## src/hdl/bootPkg.sv

```systemverilog
// boot path shared definitions: memory geometry, no-op word and FSM state types
`default_nettype none

package bootPkg;

    // instruction store geometry
    localparam int memDepth    = 256;
    localparam int memAddrBits = 8;
    localparam int wordBits    = 32;

    // addi x0, x0, 0
    // returned for any fetch beyond the loaded store
    localparam logic [wordBits-1:0] nopWord = 32'h0000_0013;

    // serial receiver FSM
    typedef enum logic [1:0] {
        idle,
        startBit,
        dataBits,
        stopBit
    } rxState_t;

    // program loader FSM
    // getSize waits for the word count, getByte packs words
    typedef enum logic [1:0] {
        getSize,
        getByte,
        done
    } loadState_t;

endpackage

`default_nettype wire

```

## src/hdl/uartRx.sv

```systemverilog
// 8N1 UART receiver with mid-bit sampling and one strobe per well-framed byte
`timescale 1ns/10ps
`default_nettype none

module uartRx
    import bootPkg::*;
#(
    parameter int clksPerBit = 234
) (
    input  logic       clk,
    input  logic       reset,
    input  logic       serialIn,
    output logic [7:0] rxByte,
    output logic       rxValid
);

    localparam int timerBits = $clog2(clksPerBit);
    localparam int halfBit   = clksPerBit / 2;

    localparam logic [timerBits-1:0] halfLast = timerBits'(halfBit - 1);
    localparam logic [timerBits-1:0] bitLast  = timerBits'(clksPerBit - 1);

    rxState_t             rxState;
    logic [1:0]           rxSync;
    logic                 rxPrev;
    logic                 rxIn;
    logic [timerBits-1:0] bitTimer;
    logic [2:0]           bitIdx;
    logic [7:0]           shiftReg;

    assign rxIn   = rxSync[1];
    assign rxByte = shiftReg;

    // two-flop synchronizer plus one stage for the start edge
    // line idles high, so reset to ones to avoid a false start
    always_ff @(posedge clk) begin
        if (reset) begin
            rxSync <= 2'b11;
            rxPrev <= 1'b1;
        end else begin
            rxSync <= {rxSync[0], serialIn};
            rxPrev <= rxIn;
        end
    end

    always_ff @(posedge clk) begin
        if (reset) begin
            rxState  <= idle;
            bitTimer <= '0;
            bitIdx   <= '0;
            rxValid  <= 1'b0;
        end else begin
            rxValid <= 1'b0;
            case (rxState)
                idle: begin
                    // falling edge marks the start of a frame
                    if (rxPrev && !rxIn) begin
                        rxState  <= startBit;
                        bitTimer <= '0;
                    end
                end
                startBit: begin
                    if (bitTimer == halfLast) begin
                        bitTimer <= '0;
                        bitIdx   <= '0;
                        // high at mid-bit means a glitch, not a frame
                        if (rxIn) begin
                            rxState <= idle;
                        end else begin
                            rxState <= dataBits;
                        end
                    end else begin
                        bitTimer <= bitTimer + 1'b1;
                    end
                end
                dataBits: begin
                    if (bitTimer == bitLast) begin
                        bitTimer <= '0;
                        if (bitIdx == 3'd7) begin
                            rxState <= stopBit;
                        end else begin
                            bitIdx <= bitIdx + 1'b1;
                        end
                    end else begin
                        bitTimer <= bitTimer + 1'b1;
                    end
                end
                stopBit: begin
                    if (bitTimer == bitLast) begin
                        bitTimer <= '0;
                        // framing error drops the byte silently
                        rxValid  <= rxIn;
                        // back to idle mid stop bit, ready for the next frame
                        rxState  <= idle;
                    end else begin
                        bitTimer <= bitTimer + 1'b1;
                    end
                end
                default: begin
                    rxState <= idle;
                end
            endcase
        end
    end

    // data path, LSB arrives first
    always_ff @(posedge clk) begin
        if (rxState == dataBits && bitTimer == bitLast) begin
            shiftReg <= {rxIn, shiftReg[7:1]};
        end
    end

endmodule

`default_nettype wire

```

## config.mk

```make
export PLATFORM = sky130hd
export DESIGN_NAME = uartRx
export DESIGN_NICKNAME = d
export VERILOG_FILES = /design/src/hdl/bootPkg.sv /design/src/hdl/uartRx.sv
export SDC_FILE = /design/constraint.sdc
export NUM_CORES = 1
export LEC_CHECK = 0
export ABC_AREA = 0
export BUFFER_PORTS_ARGS = -buffer_cell sky130_fd_sc_hd__buf_2
export CAP_MARGIN = 20
export CORE_ASPECT_RATIO = 0.8
export CORE_MARGIN = 1
export CORE_UTILIZATION = 35
export CTS_CLUSTER_SIZE = 20
export DETAILED_ROUTE_END_ITERATION = 6
export GPL_ROUTABILITY_DRIVEN = 0
export RECOVER_POWER = 25
export SETUP_SLACK_MARGIN = 0.15
export SYNTH_ARGS = -nofsm -noshare
export SYNTH_HDL_FRONTEND = slang
export SYNTH_SLANG_ARGS = --single-unit
```

## constraint.sdc

```tcl
create_clock -name clk -period 4.3 [get_ports clk]
set_clock_uncertainty 0.1 [all_clocks]
set_input_delay 0.86 -clock clk [delete_from_list [all_inputs] [get_ports clk]]
set_output_delay 0.86 -clock clk [all_outputs]
set_load 0.02 [all_outputs]
```

==> results.sh <==
export IMPL_status="completed"
export IMPL_rows=18
export IMPL_track_usage_pct=14.15
export IMPL_numCtsBuffers=3
export IMPL_tritoncts="yes"
export IMPL_fin_setup_tns_ns=0
export IMPL_grt_overflow=0
export IMPL_area_delta_synth_final_pct=9.424
export IMPL_finalHoldViolCount=0
export IMPL_critical_path_top_delay_family="simple AND/OR/NAND/NOR gates"
export IMPL_synthFlopType="dfxtp_1"
export IMPL_drt_iter0_drc=53
export IMPL_antenna_found_initial=0
export IMPL_cts_setup_buffers=0
export IMPL_final_setup_viol_count=0
export IMPL_drt_wl_total_um=2323
export IMPL_start_util_pct=37.63
export IMPL_grt_pass1_vias=821
export IMPL_syn_cell_area_sq_um=1195
export IMPL_syn_area_per_cell_sq_um=9.794
export IMPL_cts_sinks=25
export IMPL_post_route_period_util_pct=52.92
export IMPL_rsz0062_at_grt="false"
export IMPL_max_freq_ghz=0.4395
export IMPL_num_io_pins=12
export IMPL_synth_edf_count=8
export IMPL_yosysSeqAreaShare_pct=48.59
export IMPL_maxSlewViolCount=0
export IMPL_die_width_um=67.33
export IMPL_path_class="reg -> reg"
export IMPL_synth_simple_area_share_pct=27.85
export IMPL_nets=139
export IMPL_relSlewSlack_pct=52.16
export IMPL_r2r_setup_slack_ns=2.02
export IMPL_drt_first_pass_iters=4
export IMPL_hpwl_um=1649
export IMPL_synth_top_family_by_area="simple AND/OR/NAND/NOR gates"
export IMPL_synth_area_mux_share_pct=0
export IMPL_place_inst=165
export IMPL_synth_xor_xnor_area_share_pct=0
export IMPL_num_vias=920
export IMPL_ant_nets=0
export IMPL_nFillCells=315
export IMPL_peakVddDrop_uv=203.1
export IMPL_synth_compound_area_share_pct=13.30
export IMPL_synthCells=122
export IMPL_leakagePower_nw=0.4750
export IMPL_required_ns=4.11
export IMPL_end_kind="flip-flop"
export IMPL_numPortBuffers=11
export IMPL_path_max_fanout=8
export IMPL_clock_latency_ns=0.27
export IMPL_yosysWarnings=0
export IMPL_path_clk_slew_ns=0.09
export IMPL_p_per_area_nw_per_um2=306.7
export IMPL_grt_max_degree=18
export IMPL_routedWlPerCell_um=13.66
export IMPL_fp_dieH_um=54.26
export IMPL_core_region_area_sq_um=3176
export IMPL_startpoint_type="flip-flop"
export IMPL_final_util_pct=41.17
export IMPL_die_area_sq_um=3653
export IMPL_arrival_ns=2.09
export IMPL_worstHoldPathType="reg -> reg"
export IMPL_cts_root_buf="clkbuf_8"
export IMPL_finalCriticalPeriod_ns=2.276
export IMPL_synthAdderAreaFrac_pct=5.236
export IMPL_maxCapViolations=0
export IMPL_drc=0
export IMPL_grt_pass1_wl_um=3753
export IMPL_crit_buf_inv=0
export IMPL_diodes=0
export IMPL_critical_path_slowest_cell="nor2_1"
export IMPL_drive_above_1_share_pct=16.92
export IMPL_viasPerCell=5.412
export IMPL_htree_levels=1
export IMPL_worst_pin_slew_ns=0.7175
export IMPL_synth_async_sr_flop_share_pct=0
export IMPL_path_cells="ha_1, nand4_1, or4b_1, nor2_1"
export IMPL_ys_seq_elements=25
export IMPL_cpPeakStageDelay_ns=0.56
export IMPL_clk_path_buf_depth=2
export IMPL_cts_hold_buf=0
export IMPL_yosys_cell_types_count=34
export IMPL_synth_nets=130
export IMPL_cts_resized=0
export IMPL_final_cells=170
## worst paths after layout
kind / start / endpoint / depth (start not counted)
max: bitTimer[0] / rxByte[6] / 4
min: rxSync[0] / rxSync[1] / 1
max reg2reg: bitTimer[0] / rxByte[6] / 4
min reg2reg: rxSync[0] / rxSync[1] / 1
## final cells by class
type                    instances  area [sq um]  share of cell area, %
clock buffers                   3         41.29                  3.158
inverters                       4         15.01                  1.148
well taps                      40         50.05                  3.828
multi-input cells              85         554.3                  42.39
clock inverters                 1         7.507                 0.5742
repair buffers                 12         58.81                  4.498
flip-flops and latches         25         580.6                  44.40
## logic make-up after synthesis
logic type | count (synthesis)
buffers and inverters | 12
AO/OA/AOI/OAI | 26
flip-flops | 25
AND/OR/NAND/NOR | 54
adder cells (fa/ha/maj) | 5
## worst reg2reg max path: cells and delay by family, from the launching register on
kind                     cells  cell delay [ns]
adder cells (fa/ha/maj)      1             0.22
flip-flops                   1             0.42
AND/OR/NAND/NOR              3             1.18
## per-layer routing
| layer | part of all wire [%] | GRT usage [%] | wire (um) | vias up |
|---|---|---|---|---|
| met5 | 0 | 0 | 0 | - |
| met1 | 50 | 18.19 | 1159 | 436 |
| li1 | - | - | - | 466 |
| met3 | 4.0 | 4.375 | 93 | 0 |
| met2 | 46 | 23.33 | 1071 | 18 |
| met4 | 0 | 3.191 | 0 | 0 |
## cell usage in the layout (no fill, tap or decap)
cell	count
and2b_1	1
a211oi_1	2
nand2b_1	2
or2_2	4
buf_2	11
o22ai_1	6
ha_1	5
nor4_1	2
a211o_1	1
nand3b_4	1
nor3_1	4
or4_4	1
clkinvlp_4	1
clkbuf_8	3
nand4b_1	1
nand4_1	3
and4bb_2	1
and2_1	3
or4b_1	4
nand3_1	8
nand2_1	11
and3b_1	1
dfxtp_1	17
a31oi_1	1
nor2_1	5
inv_1	4
edfxtp_1	8
and4b_1	1
o21a_1	3
nor2b_1	1
a21oi_1	11
clkbuf_1	1
o31a_1	1
o21ai_0	1
## sequential cells by signal (all words and copies together), names as in the netlist, named ones only
| register | flops |
|---|---|
| rxValid | 1 |
| bitTimer | 8 |
| rxByte | 8 |
| rxState | 1 |
| bitIdx | 3 |
| rxPrev | 1 |
| rxSync | 2 |
## synthesized netlist by cell type (2+ instances only)
cell / number / area share (%)
clkbuf_1: 3 / 0.94
ha_1: 5 / 5.2
dfxtp_1: 17 / 28
o22ai_1: 6 / 3.1
a21oi_1: 11 / 4.6
or2_2: 4 / 2.1
nand2_1: 11 / 3.5
nor3_1: 4 / 1.7
o21a_1: 3 / 1.9
edfxtp_1: 8 / 20
or4b_1: 4 / 3.4
nor4_1: 2 / 1.0
a211oi_1: 2 / 1.3
nor2_1: 5 / 1.6
nand3_1: 8 / 3.4
and2_1: 3 / 1.6
buf_2: 3 / 1.3
nand2b_1: 2 / 1.0
nand4_1: 3 / 1.6
inv_1: 4 / 1.3
## power by group
| group | leakage (nW) | switching (mW) | internal [mW] |
|---|---|---|---|
| Sequential | 0.209 | 0.00284 | 0.244 |
| Combinational | 0.244 | 0.00891 | 0.00459 |
| Clock | 0.0217 | 0.0749 | 0.0656 |
## per-stage QoR
step           hold slack, ns  total power, mW  setup slack (ns)  area, sq um
3_5_place_dp           0.2970           0.2651             1.995         1255
6_report               0.3173           0.4010             2.024         1308
4_1_cts                0.3188           0.4065             1.990         1304
5_1_grt                0.3385           0.4174             1.837         1308
2_1_floorplan          0.2895           0.2613             2.267         1195
3_3_place_gp           0.2994           0.2645             2.109         1255
Note: power is estimated with default switching activity, not from simulation.
