### src/hdl/bootPkg.sv
// boot path shared definitions: memory geometry, no-op word and FSM state types
`default_nettype none

package bootPkg;

    // instruction store geometry
    localparam int memDepth    = 256;
    localparam int memAddrBits = 8;
    localparam int wordBits    = 32;

    // addi x0, x0, 0
    // returned for any fetch beyond the loaded store
    localparam logic [wordBits-1:0] nopWord = 32'h0000_0013;

    // serial receiver FSM
    typedef enum logic [1:0] {
        idle,
        startBit,
        dataBits,
        stopBit
    } rxState_t;

    // program loader FSM
    // getSize waits for the word count, getByte packs words
    typedef enum logic [1:0] {
        getSize,
        getByte,
        done
    } loadState_t;

endpackage

`default_nettype wire

### src/hdl/progLoader.sv
// program loader FSM: takes the word count, packs bytes MSB first and writes the store
`timescale 1ns/10ps
`default_nettype none

module progLoader
    import bootPkg::*;
(
    input  logic                   clk,
    input  logic                   reset,
    input  logic [7:0]             rxByte,
    input  logic                   rxValid,
    output logic                   wrEn,
    output logic [memAddrBits-1:0] wrAddr,
    output logic [wordBits-1:0]    wrData,
    output logic                   cpuEnable
);

    // one extra bit so a full load of memDepth words can be counted
    localparam int cntBits = memAddrBits + 1;

    loadState_t         loadState;
    logic [cntBits-1:0] wordTotal;
    logic [cntBits-1:0] wordIdx;
    logic [cntBits-1:0] nextIdx;
    logic [1:0]         byteCnt;
    logic [23:0]        byteShift;
    logic               lastByte;

    assign nextIdx  = wordIdx + 1'b1;
    assign lastByte = rxValid && (loadState == getByte) && (byteCnt == 2'd3);

    always_ff @(posedge clk) begin
        if (reset) begin
            loadState <= getSize;
            wordTotal <= '0;
            wordIdx   <= '0;
            byteCnt   <= '0;
            wrEn      <= 1'b0;
            cpuEnable <= 1'b0;
        end else begin
            wrEn <= 1'b0;
            case (loadState)
                getSize: begin
                    if (rxValid) begin
                        // a count byte of zero stands for a full store
                        if (rxByte == 8'd0) begin
                            wordTotal <= cntBits'(memDepth);
                        end else begin
                            wordTotal <= cntBits'(rxByte);
                        end
                        byteCnt   <= '0;
                        loadState <= getByte;
                    end
                end
                getByte: begin
                    if (rxValid) begin
                        byteCnt <= byteCnt + 1'b1;
                        if (byteCnt == 2'd3) begin
                            wrEn    <= 1'b1;
                            wordIdx <= nextIdx;
                            // enable the core together with the last write
                            if (nextIdx == wordTotal) begin
                                loadState <= done;
                                cpuEnable <= 1'b1;
                            end
                        end
                    end
                end
                default: begin
                    // done: further bytes are ignored until reset
                end
            endcase
        end
    end

    // word assembly, first byte ends up in the top of the word
    always_ff @(posedge clk) begin
        if (rxValid && loadState == getByte) begin
            byteShift <= {byteShift[15:0], rxByte};
        end
        if (lastByte) begin
            wrAddr <= wordIdx[memAddrBits-1:0];
            wrData <= {byteShift, rxByte};
        end
    end

endmodule

`default_nettype wire

### config.mk
export PLATFORM = sky130hd
export DESIGN_NAME = progLoader
export DESIGN_NICKNAME = d
export VERILOG_FILES = /design/src/hdl/bootPkg.sv /design/src/hdl/progLoader.sv
export SDC_FILE = /design/constraint.sdc
export NUM_CORES = 1
export LEC_CHECK = 0
export ABC_AREA = 1
export BUFFER_PORTS_ARGS = -buffer_cell sky130_fd_sc_hd__buf_2
export CAP_MARGIN = 40
export CELL_PAD_IN_SITES_DETAIL_PLACEMENT = 0
export CELL_PAD_IN_SITES_GLOBAL_PLACEMENT = 1
export CORE_MARGIN = 3
export CORE_UTILIZATION = 30
export CTS_BUF_LIST = sky130_fd_sc_hd__clkbuf_2
export DETAILED_ROUTE_END_ITERATION = 8
export GPL_TIMING_DRIVEN = 1
export PLACE_DENSITY = 0.62
export SLEW_MARGIN = 20
export SYNTH_ARGS = -nofsm -noshare
export SYNTH_HDL_FRONTEND = slang
export SYNTH_SLANG_ARGS = --single-unit
### constraint.sdc
create_clock -name clk -period 3.4 [get_ports clk]
set_input_delay 0.68 -clock clk [delete_from_list [all_inputs] [get_ports clk]]
set_output_delay 0.68 -clock clk [all_outputs]
set_load 0.01 [all_outputs]
==> results of run 1 <==
path summary, 6_finish.rpt:
| check | to | slack, ns | cells past startpoint | from |
|---|---|---|---|---|
| hold reg to reg | wrData[31]$_DFFE_PP_ | 0.46 | 0 | byteShift[23]$_DFFE_PP_ |
| setup reg to reg | wrData[22]$_DFFE_PP_ | 1.44 | 6 | loadState[1]$_SDFFE_PP0P_ |
| hold / removal | byteShift[3]$_DFFE_PP_ | 0.35 | 1 | rxByte[3] |
| setup / recovery | wrData[22]$_DFFE_PP_ | 1.44 | 6 | loadState[1]$_SDFFE_PP0P_ |
cells in the final DEF, fill, tap and decap left out, types with 2 or more instances in the layout:
cell,n
a211oi_1,3
a21oi_1,19
buf_2,52
buf_4,3
clkbuf_2,9
clkinv_4,2
dfxtp_1,24
edfxtp_1,64
ha_1,2
inv_1,21
inv_2,5
inv_8,2
nand2_1,36
nand2_2,5
nand3_1,12
nand4_1,3
nor2_1,13
nor2_2,4
o21ai_0,11
o21ai_1,3
area by class of cell:
class                   instances  area [sq um]
clock buffers                   9         45.04
flip-flops and latches         88          2402
well taps                     133         166.4
repair buffers                 55         282.8
multi-input cells             121         636.9
fillers                      1014          6296
inverters                      26         97.59
clock inverters                 7         72.57
layer usage:
layer	part of all wire	routed length, um
met4	0.015	82
met2	0.47	2667
met1	0.46	2603
met3	0.051	286
met5	0	0
kinds of logic after synthesis:
logic type                 share of synthesized area
AOI/OAI and AO/OA                            0.06510
xor gates and xnor gates                     0.01151
and+or+nand+nor                               0.1175
adders and majority gates                   0.007938
buffers and inverters                        0.03573
DFF                                           0.7622
registers in the layout, indices dropped and copies added (netlist names):
register   flops
byteCnt        2
byteShift     24
cpuEnable      1
loadState      2
wordIdx        9
wordTotal      9
wrAddr         8
wrData        32
wrEn           1
Yosys cell counts:
library cell	n	area share
o21ai_0	11	0.017
o21ai_1	3	0.0048
clkbuf_1	4	0.0048
xnor2_1	1	0.0028
nor2_1	13	0.015
nand4_2	1	0.0040
xor2_4	1	0.0087
dfxtp_1	24	0.15
nor2_4	1	0.0036
nand2_1	36	0.043
nand2_2	5	0.0099
ha_1	2	0.0079
inv_2	5	0.0060
edfxtp_1	64	0.61
nand3_1	12	0.019
nor2_2	4	0.0079
nor3_1	1	0.0016
a211oi_1	3	0.0071
o211ai_1	1	0.0024
inv_1	21	0.025
and2_1	1	0.0020
nand4_1	3	0.0060
a21oi_1	19	0.030
nor4_1	1	0.0020
o211a_1	1	0.0032
nand3_2	1	0.0032
metrics by stage:
step	worst slack, ns	area [sq um]	instances
3_3_place_gp	1.036	3586	423
5_1_grt	1.220	3704	439
3_5_place_dp	1.011	3586	423
4_1_cts	1.410	3704	439
6_report	1.445	3704	439
2_1_floorplan	0.7802	3152	239
power by group:
group          internal (mW)  leakage (nW)  switching [mW]
registers               1.17         0.772         0.00828
logic                 0.0181         0.523          0.0377
clock network          0.119        0.0693           0.386
total                   1.31          1.36           0.432
==> reports/qor.yml, run 1 <==
core_area_sq_um: 10000
setup_viol: 0
max_freq_mhz: 511.4
start_kind: "flop"
firstDrtPassIters: 4
cts.sinks: 88
area_delta_synth_final_pct: 17.51
yosys_register_bits: 88
portBuffers: 52
post-cts-setup-buffers: 0
cts_tree: "done"
drive_above_1_share: 0.2908
fp.dieH_um: 108.5
grt_pass1_vias: 1833
grt_util_met3: 0.03582
n_antenna_cell: 0
io_pins: 53
fin_worst_skew_ns: 0.03140
max_slew_margin: 0.5408
ys_types: 26
gp_congestion: 0.7273
antenna_found_initial: 0
wl_mm: 5.640
crit_top_cell: "inv_2"
start_util: 0.3152
rsz0062_at_grt: "no"
criticalPathCategory: "reg -> reg"
met1_usage: 0.1337
drt-vias-per-instance: 4.317
grt_util_all_layers: 0.1038
leakage_nw: 1.365
holdWs_ns: 0.3531
top_usage_layer: "met2"
grt_overflow: 0
insertion_delay_ns: 0.52
tightest_slew_ns: 0.6879
end_kind: "flop"
synthCells: 239
synth_nets: 252
routedWlPerCell_um: 12.85
yosysWarnings: 0
period_share: 0.5751
grt_pass1_wl_mm: 9.273
fin_setup_tns_ns: 0
critPathSlowestCell: "inv_2"
maxSlewViolCount: 0
drc: 0
die_w_um: 108.5
crit_fanout: 33
h-tree-depth: 3
path_buf_inv: 3
vdd_drop_max_v: 0.0001697
die_area_sq_um: 11770
cts_hold_buf: 0
slowest_delay_ns: 0.57
cap_violations: 0
cts_root_buf: "clkbuf_2"
power_density_nw_per_um2: 469.1
ys_seq_area_frac: 0.7622
dpl.hpwl_mm: 4.087
finish.utilization: 0.3704
cts_resized: 0
fin_nets: 314
rows: 36
drt_iter0_markers: 75
status: "complete, no violations"
clockBufferDepth: 2
syn_area_sq_um: 3152
min_period_ns: 1.955
total_power_mw: 1.737
globalRouteMet2Util: 0.1637
required_ns: 3.67
syn_area_per_cell_sq_um: 13.19
worstPathArrival_ns: 2.22
numCtsBuffers: 9
hold_class: "in -> reg"
crit_chain: "inv_2, nand2_1, nor2_2, nand2_2, inv_2, buf_4"
ant_nets: 0
hold_viol: 0
grt_max_degree: 34
num_vias: 1895
cpLargestDelayFamily: "buffers and inverters"
clk_pin_slew_ns: 0.26
Note: power is estimated with default switching activity, not from simulation.
==> inputs of run 2 (changes only) <==
==> constraint.sdc (replaced) <==
create_clock -name clk -period 1.9 [get_ports clk]
set_input_delay 0.38 -clock clk [delete_from_list [all_inputs] [get_ports clk]]
set_output_delay 0.38 -clock clk [all_outputs]
set_load 0.01 [all_outputs]
==> reports/qor.yml, run 2 (same netlist as run 1, synthesis figures left out) <==
status: "complete, no violations"
power_density_nw_per_um2: 840.0  # +79%
place_area_sq_um: 3633  # +1.3%
fp.dieH_um: 108.5  # unchanged
num_vias: 1939  # +2.3%
hold_viol: 0  # unchanged
cts.sinks: 88  # unchanged
clk_pin_slew_ns: 0.24  # -0.02 ns
worstPathArrival_ns: 2.15  # -0.07 ns
io_pins: 53  # unchanged
dpl.hpwl_mm: 4.136  # +1.2%
top_register: "wrData"
area_delta_synth_final_pct: 20.80
die_w_um: 108.5  # unchanged
clockBufferDepth: 2  # unchanged
grt_overflow: 0  # unchanged
die_area_sq_um: 11770  # unchanged
firstDrtPassIters: 4  # unchanged
cts_root_buf: "clkbuf_2"
total_power_mw: 3.198  # +84%
largest_reg_flops: 32  # unchanged
max_freq_mhz: 597.0  # +17%
core_area_sq_um: 10000  # unchanged
rows: 36  # unchanged
dp_slack_ns: 0.2416  # -0.7690 ns
grt_max_degree: 27  # -21%
drive_above_1_share: 0.2939  # +0.003080
setup_viol: 0  # unchanged
rsz0062_at_grt: "no"
fin_worst_skew_ns: 0.01642  # -0.01498 ns
fin_ws_ns: 0.2249  # -1.220 ns
layout_common_cells: "edfxtp_1 (64), buf_2 (52), nand2_1 (36)"
leakage_nw: 1.410  # +3.3%
maxSlewViolCount: 0  # unchanged
portBuffers: 52  # unchanged
cts_tree: "done"
routedWlPerCell_um: 12.97  # +0.93%
antenna_found_initial: 0  # unchanged
required_ns: 2.38  # -1.29 ns
crit_fanout: 6  # -82%
start_util: 0.3152  # unchanged
grt_util_all_layers: 0.1053  # +0.001457
max_slew_margin: 0.7545  # +0.2138
end_kind: "flop"
final_common_cell: "edfxtp_1"
grt_pass1_vias: 1843  # +0.55%
holdWs_ns: 0.09404  # -0.2591 ns
min_period_ns: 1.675  # -0.2803 ns
start_kind: "flop"
period_share: 0.8816  # +0.3065
wl_mm: 5.783  # +2.5%
tightest_slew_ns: 0.3678  # -0.3201 ns
ant_nets: 0  # unchanged
numCtsBuffers: 9  # unchanged
fin_nets: 321  # +2.2%
fin_setup_tns_ns: 0  # unchanged
design_area_sq_um: 3807  # +2.8%
dp_cells: 425  # +0.47%
reg_top3: "wrData: 32 flops, byteShift: 24 flops"
instances_no_fill: 446  # +1.6%
n_antenna_cell: 0  # unchanged
vdd_drop_max_v: 0.0002776  # +64%
drt_iter0_markers: 94  # +25%
grt_pass1_wl_mm: 9.266  # about the same
finish.utilization: 0.3808  # +0.01039
drt-vias-per-instance: 4.348  # +0.72%
drc: 0  # unchanged
criticalPathCategory: "reg -> reg"
post-cts-setup-buffers: 0  # unchanged
insertion_delay_ns: 0.53  # about the same
gp_congestion: 0.7481  # +2.9%
h-tree-depth: 3  # unchanged
hold_class: "in -> reg"
cap_violations: 0  # unchanged
-- run 2: final timing paths --
check,startpoint,end,slack (ns),cells after the start
worst min register to register,byteShift[23]$_DFFE_PP_,wrData[31]$_DFFE_PP_,0.45,0
worst max-delay path,wordIdx[0]$_SDFFE_PP0P_,cpuEnable$_SDFFE_PP0P_,0.22,11
worst min-delay path,rxByte[6],byteShift[6]$_DFFE_PP_,0.09,1
worst max register to register,wordIdx[0]$_SDFFE_PP0P_,cpuEnable$_SDFFE_PP0P_,0.22,11
-- run 2: worst max-delay path, stage by stage, from the launching register on --
cell and delay, ns:
dfxtp_1 0.49, ha_1 0.24, nand2_2 0.10, nor2_4 0.15
nand2_2 0.08, nand2_2 0.07, nand2_1 0.05, nand2_1 0.05
nand2_1 0.05, nor2_2 0.09, nand4_2 0.13, a21oi_1 0.13
-- run 2: cell type report --
class	count	area, sq um
timing repair buffer	62	372.9
sequential	88	2404
tap	133	166.4
multi-input combinational	121	641.9
inverter	26	100.1
clock buffer	9	45.04
clock inverter	7	77.57
fill	1017	6192
-- run 2: power breakdown --
| group | switching (mW) | internal, mW | total, mW |
|---|---|---|---|
| clock network | 0.658 | 0.322 | 0.980 |
| registers | 0.0154 | 2.09 | 2.11 |
| logic | 0.0719 | 0.0409 | 0.113 |
| total | 0.745 | 2.45 | 3.20 |
-- run 2: layer usage --
metal  track usage  vias up  part of all wire
li1              -      972                 -
met1        0.1350      912              0.45
met2        0.1650       47              0.48
met3       0.03642        8             0.051
met4       0.03877        0             0.017
met5             0        -                 0
-- run 2: timing repair --
action / 4_1_cts / 5_1_grt
resized for setup: 0 / 1
hold endpoints to repair: 0 / 10
setup endpoints to repair: 0 / 1
hold buffers: 0 / 5
